<file path="config.mk">
export PLATFORM = sky130hd
export DESIGN_NAME = dual_execute
export DESIGN_NICKNAME = d
export VERILOG_FILES = /design/src/source/execute_pkg.sv /design/src/source/int_alu.sv /design/src/source/serial_divider.sv /design/src/source/execute_stage.sv /design/src/source/dual_execute.sv
export SDC_FILE = /design/constraint.sdc
export NUM_CORES = 2
export LEC_CHECK = 0
export BUFFER_PORTS_ARGS = -buffer_cell sky130_fd_sc_hd__buf_2
export CAP_MARGIN = 20
export CORE_MARGIN = 8
export CORE_UTILIZATION = 45
export CTS_CLUSTER_DIAMETER = 40
export CTS_CLUSTER_SIZE = 28
export DETAILED_ROUTE_END_ITERATION = 10
export PLACE_DENSITY = 0.69
export SLEW_MARGIN = 20
export SYNTH_ARGS = -nofsm -noshare
export SYNTH_HDL_FRONTEND = slang
export SYNTH_SLANG_ARGS = --single-unit
</file>
<file path="constraint.sdc">
create_clock -name clock -period 8.8 [get_ports clock]
set_clock_uncertainty 0.1 [all_clocks]
set_input_delay 0.88 -clock clock [delete_from_list [all_inputs] [get_ports clock]]
set_output_delay 0.88 -clock clock [all_outputs]
set_load 0.01 [all_outputs]
</file>
<file path="src/source/execute_pkg.sv">
package execute_pkg;

  localparam int xlen = 32;

  // iterations of the shared restoring divider, one quotient bit each
  localparam int div_cycles = 32;

  typedef logic [xlen-1:0] word_t;
  typedef logic [4:0] op_t;

  localparam op_t op_nop = 5'd0;
  localparam op_t op_add = 5'd1;
  localparam op_t op_sub = 5'd2;
  localparam op_t op_and = 5'd3;
  localparam op_t op_or = 5'd4;
  localparam op_t op_xor = 5'd5;
  localparam op_t op_sll = 5'd6;
  localparam op_t op_srl = 5'd7;
  localparam op_t op_sra = 5'd8;
  localparam op_t op_slt = 5'd9;
  localparam op_t op_sltu = 5'd10;
  localparam op_t op_lui = 5'd11;

  // control transfers, the target is always pc + imm
  localparam op_t op_beq = 5'd12;
  localparam op_t op_bne = 5'd13;
  localparam op_t op_blt = 5'd14;
  localparam op_t op_bge = 5'd15;
  localparam op_t op_jal = 5'd16;

  // served by the shared divider and never by a lane ALU
  localparam op_t op_div = 5'd17;
  localparam op_t op_divu = 5'd18;
  localparam op_t op_rem = 5'd19;
  localparam op_t op_remu = 5'd20;

  typedef struct packed {
    logic valid;
    op_t op;
    word_t pc;
    word_t rdata1;
    word_t rdata2;
    word_t imm;
    logic use_imm;
  } lane_in_t;

  typedef struct packed {
    word_t result;
    logic taken;
  } alu_out_t;

  typedef struct packed {
    op_t op;
    word_t dividend;
    word_t divisor;
  } div_req_t;

  typedef struct packed {
    logic valid;
    word_t wdata;
    logic jump;
    word_t target;
  } lane_out_t;

  typedef struct packed {
    lane_out_t lane0;
    lane_out_t lane1;
  } retire_pair_t;

  // lane0 is the older instruction of the pair
  typedef struct packed {
    lane_in_t lane0;
    lane_in_t lane1;
  } issue_pair_t;

  typedef enum logic [1:0] {
    div_idle,
    div_run,
    div_done
  } div_state_t;

  typedef enum logic [1:0] {
    req_idle,
    req_wait,
    req_release
  } req_state_t;

endpackage

</file>
<file path="src/source/int_alu.sv">
`timescale 1ns/1ps

module int_alu (
  input execute_pkg::lane_in_t lane,
  output execute_pkg::alu_out_t alu_out
);

  execute_pkg::word_t operand_a;
  execute_pkg::word_t operand_b;
  logic [4:0] shamt;

  assign operand_a = lane.rdata1;
  assign operand_b = lane.use_imm ? lane.imm : lane.rdata2;
  assign shamt = operand_b[4:0];

  always_comb begin
    alu_out.result = '0;
    alu_out.taken = 1'b0;
    case (lane.op)
      execute_pkg::op_add: begin
        alu_out.result = operand_a + operand_b;
      end
      execute_pkg::op_sub: begin
        alu_out.result = operand_a - operand_b;
      end
      execute_pkg::op_and: begin
        alu_out.result = operand_a & operand_b;
      end
      execute_pkg::op_or: begin
        alu_out.result = operand_a | operand_b;
      end
      execute_pkg::op_xor: begin
        alu_out.result = operand_a ^ operand_b;
      end
      execute_pkg::op_sll: begin
        alu_out.result = operand_a << shamt;
      end
      execute_pkg::op_srl: begin
        alu_out.result = operand_a >> shamt;
      end
      execute_pkg::op_sra: begin
        alu_out.result = $signed(operand_a) >>> shamt;
      end
      execute_pkg::op_slt: begin
        alu_out.result = ($signed(operand_a) < $signed(operand_b)) ? 32'd1 : 32'd0;
      end
      execute_pkg::op_sltu: begin
        alu_out.result = (operand_a < operand_b) ? 32'd1 : 32'd0;
      end
      execute_pkg::op_lui: begin
        alu_out.result = lane.imm;
      end
      // branches always compare the two register operands
      execute_pkg::op_beq: begin
        alu_out.taken = lane.rdata1 == lane.rdata2;
      end
      execute_pkg::op_bne: begin
        alu_out.taken = lane.rdata1 != lane.rdata2;
      end
      execute_pkg::op_blt: begin
        alu_out.taken = $signed(lane.rdata1) < $signed(lane.rdata2);
      end
      execute_pkg::op_bge: begin
        alu_out.taken = $signed(lane.rdata1) >= $signed(lane.rdata2);
      end
      execute_pkg::op_jal: begin
        // link address
        alu_out.result = lane.pc + 32'd4;
        alu_out.taken = 1'b1;
      end
      default: begin
        alu_out.result = '0;
      end
    endcase
  end

endmodule

</file>
<file path="src/source/serial_divider.sv">
`timescale 1ns/1ps

module serial_divider (
  input logic clock,
  input logic reset,
  input execute_pkg::div_req_t div_req,
  input logic div_valid_req,
  output logic div_ack,
  output execute_pkg::word_t div_result
);

  execute_pkg::div_state_t state;
  logic [$clog2(execute_pkg::div_cycles)-1:0] count;

  execute_pkg::word_t quotient;
  execute_pkg::word_t remainder;
  execute_pkg::word_t divisor;
  execute_pkg::word_t dividend;
  logic want_rem;
  logic neg_q;
  logic neg_r;
  logic by_zero;

  logic is_signed;
  logic sign_a;
  logic sign_b;
  logic [32:0] partial;
  logic [32:0] difference;

  assign is_signed = (div_req.op == execute_pkg::op_div) || (div_req.op == execute_pkg::op_rem);
  assign sign_a = is_signed & div_req.dividend[31];
  assign sign_b = is_signed & div_req.divisor[31];

  // one restoring step: shift in the next dividend bit, then try to subtract
  assign partial = {remainder, quotient[31]};
  assign difference = partial - {1'b0, divisor};

  always_ff @(posedge clock) begin
    if (!reset) begin
      state <= execute_pkg::div_idle;
    end else begin
      case (state)
        execute_pkg::div_idle: begin
          if (div_valid_req) begin
            state <= execute_pkg::div_run;
          end
        end
        execute_pkg::div_run: begin
          if (count == '0) begin
            state <= execute_pkg::div_done;
          end
        end
        execute_pkg::div_done: begin
          if (!div_valid_req) begin
            state <= execute_pkg::div_idle;
          end
        end
        default: begin
          state <= execute_pkg::div_idle;
        end
      endcase
    end
  end

  always_ff @(posedge clock) begin
    if (state == execute_pkg::div_idle) begin
      count <= $bits(count)'(execute_pkg::div_cycles - 1);
      quotient <= sign_a ? -div_req.dividend : div_req.dividend;
      remainder <= '0;
      divisor <= sign_b ? -div_req.divisor : div_req.divisor;
      dividend <= div_req.dividend;
      want_rem <= (div_req.op == execute_pkg::op_rem) || (div_req.op == execute_pkg::op_remu);
      neg_q <= sign_a ^ sign_b;
      neg_r <= sign_a;
      by_zero <= div_req.divisor == '0;
    end else if (state == execute_pkg::div_run) begin
      count <= count - 1'b1;
      if (!difference[32]) begin
        remainder <= difference[31:0];
        quotient <= {quotient[30:0], 1'b1};
      end else begin
        remainder <= partial[31:0];
        quotient <= {quotient[30:0], 1'b0};
      end
    end
  end

  // most negative by -1 falls out of the magnitude path with no special case
  always_comb begin
    if (by_zero) begin
      div_result = want_rem ? dividend : '1;
    end else if (want_rem) begin
      div_result = neg_r ? -remainder : remainder;
    end else begin
      div_result = neg_q ? -quotient : quotient;
    end
  end

  assign div_ack = state == execute_pkg::div_done;

  a_req_stable: assert property (@(posedge clock) disable iff (!reset)
    (div_valid_req && !div_ack) |=> (!div_valid_req || $stable(div_req)));

endmodule

</file>
<file path="src/source/execute_stage.sv">
`timescale 1ns/1ps

module execute_stage (
  input logic clock,
  input logic reset,
  input execute_pkg::issue_pair_t issue,
  input logic hold,
  input execute_pkg::alu_out_t alu0_out,
  input execute_pkg::alu_out_t alu1_out,
  input logic div_ack,
  input execute_pkg::word_t div_result,
  output execute_pkg::lane_in_t alu0_in,
  output execute_pkg::lane_in_t alu1_in,
  output execute_pkg::div_req_t div_req,
  output logic div_valid_req,
  output execute_pkg::retire_pair_t retire,
  output logic stall
);

  execute_pkg::req_state_t state;
  execute_pkg::word_t div_data;
  execute_pkg::retire_pair_t next_pair;

  logic squash;
  logic div0;
  logic div1;
  logic has_div;

  function automatic logic is_div(input execute_pkg::op_t op);
    return (op == execute_pkg::op_div) || (op == execute_pkg::op_divu) ||
           (op == execute_pkg::op_rem) || (op == execute_pkg::op_remu);
  endfunction

  assign alu0_in = issue.lane0;
  assign alu1_in = issue.lane1;

  // a taken transfer in lane 0 kills the younger instruction in lane 1
  assign squash = issue.lane0.valid & alu0_out.taken;

  assign div0 = issue.lane0.valid & is_div(issue.lane0.op);
  assign div1 = issue.lane1.valid & ~squash & is_div(issue.lane1.op);
  assign has_div = div0 | div1;

  // the pair waits until the divider result sits in div_data
  assign stall = has_div & (state != execute_pkg::req_release);
  assign div_valid_req = state == execute_pkg::req_wait;

  always_comb begin
    if (div0) begin
      div_req.op = issue.lane0.op;
      div_req.dividend = issue.lane0.rdata1;
      div_req.divisor = issue.lane0.rdata2;
    end else begin
      div_req.op = issue.lane1.op;
      div_req.dividend = issue.lane1.rdata1;
      div_req.divisor = issue.lane1.rdata2;
    end
  end

  always_ff @(posedge clock) begin
    if (!reset) begin
      state <= execute_pkg::req_idle;
    end else begin
      case (state)
        execute_pkg::req_idle: begin
          // the previous handshake has to be fully closed first
          if (has_div && !div_ack) begin
            state <= execute_pkg::req_wait;
          end
        end
        execute_pkg::req_wait: begin
          if (div_ack) begin
            state <= execute_pkg::req_release;
          end
        end
        execute_pkg::req_release: begin
          if (!hold) begin
            state <= execute_pkg::req_idle;
          end
        end
        default: begin
          state <= execute_pkg::req_idle;
        end
      endcase
    end
  end

  always_ff @(posedge clock) begin
    if (state == execute_pkg::req_wait && div_ack) begin
      div_data <= div_result;
    end
  end

  always_comb begin
    next_pair.lane0.valid = issue.lane0.valid;
    next_pair.lane0.wdata = div0 ? div_data : alu0_out.result;
    next_pair.lane0.jump = squash;
    next_pair.lane0.target = issue.lane0.pc + issue.lane0.imm;

    next_pair.lane1.valid = issue.lane1.valid & ~squash;
    next_pair.lane1.wdata = div1 ? div_data : alu1_out.result;
    next_pair.lane1.jump = issue.lane1.valid & ~squash & alu1_out.taken;
    next_pair.lane1.target = issue.lane1.pc + issue.lane1.imm;

    // a stalled cycle retires a bubble
    if (stall) begin
      next_pair.lane0.valid = 1'b0;
      next_pair.lane0.jump = 1'b0;
      next_pair.lane1.valid = 1'b0;
      next_pair.lane1.jump = 1'b0;
    end
  end

  always_ff @(posedge clock) begin
    if (!reset) begin
      retire.lane0.valid <= 1'b0;
      retire.lane1.valid <= 1'b0;
    end else if (!hold) begin
      retire <= next_pair;
    end
  end

  a_one_div: assert property (@(posedge clock) disable iff (!reset)
    !(issue.lane0.valid && is_div(issue.lane0.op) &&
      issue.lane1.valid && is_div(issue.lane1.op)));

  a_req_after_ack: assert property (@(posedge clock) disable iff (!reset)
    $rose(div_valid_req) |-> !div_ack);

endmodule

</file>
<file path="src/source/dual_execute.sv">
`timescale 1ns/1ps

module dual_execute (
  input logic clock,
  input logic reset,
  input execute_pkg::issue_pair_t issue,
  input logic hold,
  output execute_pkg::retire_pair_t retire,
  output logic stall
);

  execute_pkg::lane_in_t alu0_in;
  execute_pkg::lane_in_t alu1_in;
  execute_pkg::alu_out_t alu0_out;
  execute_pkg::alu_out_t alu1_out;
  execute_pkg::div_req_t div_req;
  execute_pkg::word_t div_result;
  logic div_valid_req;
  logic div_ack;

  int_alu u_alu0 (.lane(alu0_in), .alu_out(alu0_out));

  int_alu u_alu1 (.lane(alu1_in), .alu_out(alu1_out));

  // one divider is shared, the stage steers whichever lane holds the division
  serial_divider u_divider (
    .clock(clock),
    .reset(reset),
    .div_req(div_req),
    .div_valid_req(div_valid_req),
    .div_ack(div_ack),
    .div_result(div_result)
  );

  execute_stage u_stage (
    .clock(clock),
    .reset(reset),
    .issue(issue),
    .hold(hold),
    .alu0_out(alu0_out),
    .alu1_out(alu1_out),
    .div_ack(div_ack),
    .div_result(div_result),
    .alu0_in(alu0_in),
    .alu1_in(alu1_in),
    .div_req(div_req),
    .div_valid_req(div_valid_req),
    .retire(retire),
    .stall(stall)
  );

endmodule

</file>
==> flow_summary.json <==
{
  "postSynthCellCount": 5205,
  "mostFrequentLayoutCells": "620 x nand2_1, 439 x nor2_1, 422 x o21ai_0",
  "detailedPlacementHpwl_mm": 163,
  "tritoncts": "yes",
  "mappedNetlistNets": 5844,
  "cts.sink_count": 305,
  "clk_latency_ns": 0.69,
  "post_cts.repair.setup_buffers": 0,
  "worstMarginPinSlew_ns": 1.18,
  "netSwitchingPower_mw": 2.72,
  "critPathLaunch": "issue[0]",
  "status": "completed",
  "worstReg2RegEnd": "u_divider.remainder[9]$_SDFFE_PP0P_",
  "worst_path_max_delay_cell": "o41ai_1",
  "max_cap_violations": 0,
  "ports_placed_on_the_boundary": 406,
  "hold_viol_final": 0,
  "worst_hold_slack_after_final_layout_ns": 0.378,
  "ant_nets": 0,
  "drive_gt1_share_pct": 12.7,
  "critical_path.max_stage_delay_ns": 0.83,
  "min_period_ns": 5.57,
  "core.rowCount": 109,
  "grt_usage_pct": 39.6,
  "setup_total_negative_slack_ns": 0,
  "syn_area_um2": 39600,
  "first_iter_violations": 6144,
  "detail_route.vias_per_cell": 6.67,
  "hold_path_startpoint": "u_stage.retire[131]$_SDFFE_PN0N_",
  "power_report.internal_total_mw": 4.38,
  "power.switching_fraction_pct": 38.3,
  "core-area_um2": 87800,
  "final.fill_count": 8735,
  "async_flop_share_pct": 0,
  "grt_start_max_net_pins": 102,
  "synth.yosys.seq_area_share_pct": 22.0,
  "number_of_remaining_drc_errors": 0,
  "slew_headroom_pct": 20.2,
  "number_of_global_route_vias_before_repair": 42000,
  "cts_made_buffers": 79,
  "seq_area_um2": 8730,
  "finalSetupViolCount": 0,
  "max_freq_mhz": 180,
  "synthDistinctLibCells": 104,
  "cts.clk_slew.worst_paths_ns": 0.05,
  "worstRegToRegCells": 14,
  "r2r_setup_slack_ns": 4.42,
  "setup_repair_after_global_routing_missed_its_margin": "false",
  "grt_antenna_before_repair": 24,
  "worstPathMaxFanout": 58,
  "multiInputGateArea_um2": 28500,
  "clock_path_buffers": 3,
  "cts_htree_levels": 3,
  "slew_viol_final": 0,
  "area_growth_syn_to_layout_pct": 14.0,
  "setup_slack_ns": 3.23,
  "synth_flop_cell": "edfxtp_1",
  "initial_core_util_pct": 45.1,
  "clockRootBuffer": "clkbuf_16",
  "timing.setup.critical_path_class": "in -> reg",
  "hp-class": "reg -> reg",
  "powerDensity_nw_per_um2": 157,
  "static_power_due_to_leakage_nw": 19.3,
  "cp_common_cell": "buf_4",
  "worstSetupEndpointType": "register",
  "synth.ff_latch_count": 305,
  "post_drt_wl_per_cell_um": 30.6,
  "r2r_start": "u_divider.quotient[31]$_DFFE_PP_",
  "synth_area_per_cell_um2": 7.62,
  "yosys_warnings": 0,
  "die_area_um2": 97900,
  "drt-pass1-iter-count": 9,
  "combinationalPowerShare_pct": 34.2,
  "ctsResizeCount": 0,
  "total_wire_length_mm": 205,
  "globalRouteOverflowTotal": 0,
  "endpoint_required_time_on_the_critical_path_ns": 9.09,
  "total_power_mw": 7.10,
  "synth_edf_count": 262,
  "first_pass_grt_wire_length_mm": 291,
  "crit_arrival_ns": 5.86,
  "min_path_cells": 2,
  "dp_worst_setup_slack_ns": 2.67,
  "layout_commonest_cell": "nand2_1",
  "dr_total_vias": 44700,
  "place.port_buffers": 405,
  "height_of_the_die_um": 313,
  "critical_path.cell_chain": "buf_2 > mux2i_4 > buf_4 > inv_2 > buf_4 > fa_1 > o21ba_2 > nor3_1 > o31a_1 > a21o_1 > a2111oi_1 > o41ai_1 > nand3_1 > and2_1 > a211oi_1 > o21ai_1",
  "power.share.sequential_pct": 25.4,
  "cts_hold_buf": 0,
  "p_clk_share_pct": 40.3,
  "num-nets-final": 6099,
  "hold_path_end": "u_stage.retire[131]$_SDFFE_PN0N_",
  "vdd.ir_drop.worst_uv": 172,
  "timing.critical_path.from_type": "input port",
  "final.period_utilization_pct": 63.3,
  "die_w_um": 313,
  "finalWeightedCongestion": 1.07
}
## worst max path at each step
stage / end / slack [ns] / depth (start not counted)
floorplan: u_stage.retire[0]$_DFFE_PP_ / 1.72 / 2
global placement: u_stage.retire[51]$_DFFE_PP_ / 2.69 / 17
detailed placement: u_stage.retire[51]$_DFFE_PP_ / 2.67 / 17
CTS: u_stage.retire[51]$_DFFE_PP_ / 3.38 / 17
global route: u_stage.retire[53]$_DFFE_PP_ / 2.96 / 18
finish: u_stage.retire[61]$_DFFE_PP_ / 3.23 / 16
## cell type report
class                           instances  area share [%]
Timing Repair Buffer                  479            5.76
Clock inverter                         53            1.17
Sequential cell                       305            19.3
Inverter                              345            2.87
Tap cell                             1165            3.23
Clock buffer                           88            4.54
Multi-Input combinational cell       4250            63.0
Antenna cell                           13          0.0720
## state kept, by name (all words and copies together), names as in the netlist
signal	flops
u_divider.neg_q	1
u_divider.dividend	32
u_divider.state	2
u_divider.quotient	32
u_stage.retire	132
u_stage.state	2
u_divider.by_zero	1
u_divider.neg_r	1
u_divider.divisor	32
u_divider.remainder	32
u_divider.want_rem	1
u_divider.count	5
u_stage.div_data	32
## power by group through the flow
| stage | combinational (mW) | clock [mW] | sequential, mW |
|---|---|---|---|
| after floorplan | 1.48 | 0 | 1.84 |
| after global placement | 2.34 | 0 | 1.83 |
| after detailed placement | 2.34 | 0 | 1.83 |
| after CTS | 2.35 | 2.89 | 1.81 |
| after global routing | 2.58 | 2.95 | 1.82 |
| final | 2.43 | 2.87 | 1.81 |
## worst max-delay path, delay by kind of cell
family | cells | cell delay, ns
AOI/OAI and AO/OA | 7 | 2.08
buffers and inverters | 4 | 1.37
and+or+nand+nor | 3 | 0.66
adders and majority gates | 1 | 0.53
muxes | 1 | 0.32
## synthesized netlist by cell type (19+ instances only)
cell,number,area share [%]
a211oi_1,46,0.87
a21o_1,95,1.8
a21oi_1,400,5.0
a221o_1,43,1.1
a221oi_1,59,1.3
a22oi_1,82,1.6
a31oi_1,63,0.99
and2_1,19,0.30
and3_1,29,0.46
buf_1,50,0.47
buf_2,51,0.64
clkbuf_1,193,1.8
dfxtp_1,43,2.2
edfxtp_1,262,20
ha_1,359,11
inv_1,335,3.2
mux2i_1,221,5.6
nand2_1,621,5.9
nand2b_1,40,0.63
nand3_1,139,1.8
nand4_1,47,0.74
nor2_1,448,4.2
nor2b_1,40,0.63
nor3_1,94,1.2
nor4_1,28,0.44
o2111ai_1,32,0.71
o211ai_1,71,1.3
o21a_1,88,1.7
o21ai_0,422,5.3
o21ai_1,19,0.24
o21bai_1,36,0.68
o221ai_1,29,0.64
o22ai_1,62,0.98
o311ai_0,31,0.68
o31ai_1,45,0.85
or3_1,25,0.39
or4_1,21,0.40
xnor2_1,169,3.7
xor2_1,91,2.0
## logic make-up (layout without fill, tap and decap cells)
| logic type | after synthesis | in the layout | share of synthesized area, % |
|---|---|---|---|
| adder cells (fa/ha/maj) | 366 | 366 | 11.7 |
| buffers and inverters | 650 | 965 | 6.46 |
| AO/OA/AOI/OAI | 1774 | 1774 | 29.5 |
| AND/OR/NAND/NOR | 1610 | 1610 | 18.2 |
| other | 0 | 13 | 0 |
| XOR/XNOR | 261 | 261 | 5.78 |
| flip-flops | 305 | 305 | 22.0 |
| multiplexers | 239 | 239 | 6.33 |
## through the flow
step           util [%]  cells  cell area [um^2]
2_1_floorplan         -   5205             39600
3_3_place_gp       48.4   6543             42600
3_5_place_dp       48.5   6544             42600
4_1_cts            51.4   6685             45100
5_1_grt            51.4   6685             45100
6_report           51.4   6698             45200
## per-layer routing
metal / vias to the layer above / part of all wire [%] / track usage, % / wire [um]
li1: 19800 / - / - / -
met2: 3005 / 43 / 60.7 / 88500
met4: 12 / 7.4 / 25.7 / 15200
met3: 631 / 11 / 9.75 / 23200
met1: 21300 / 38 / 49.3 / 77700
met5: - / 0.035 / 0 / 71
Note: power is estimated with default switching activity, not from simulation.
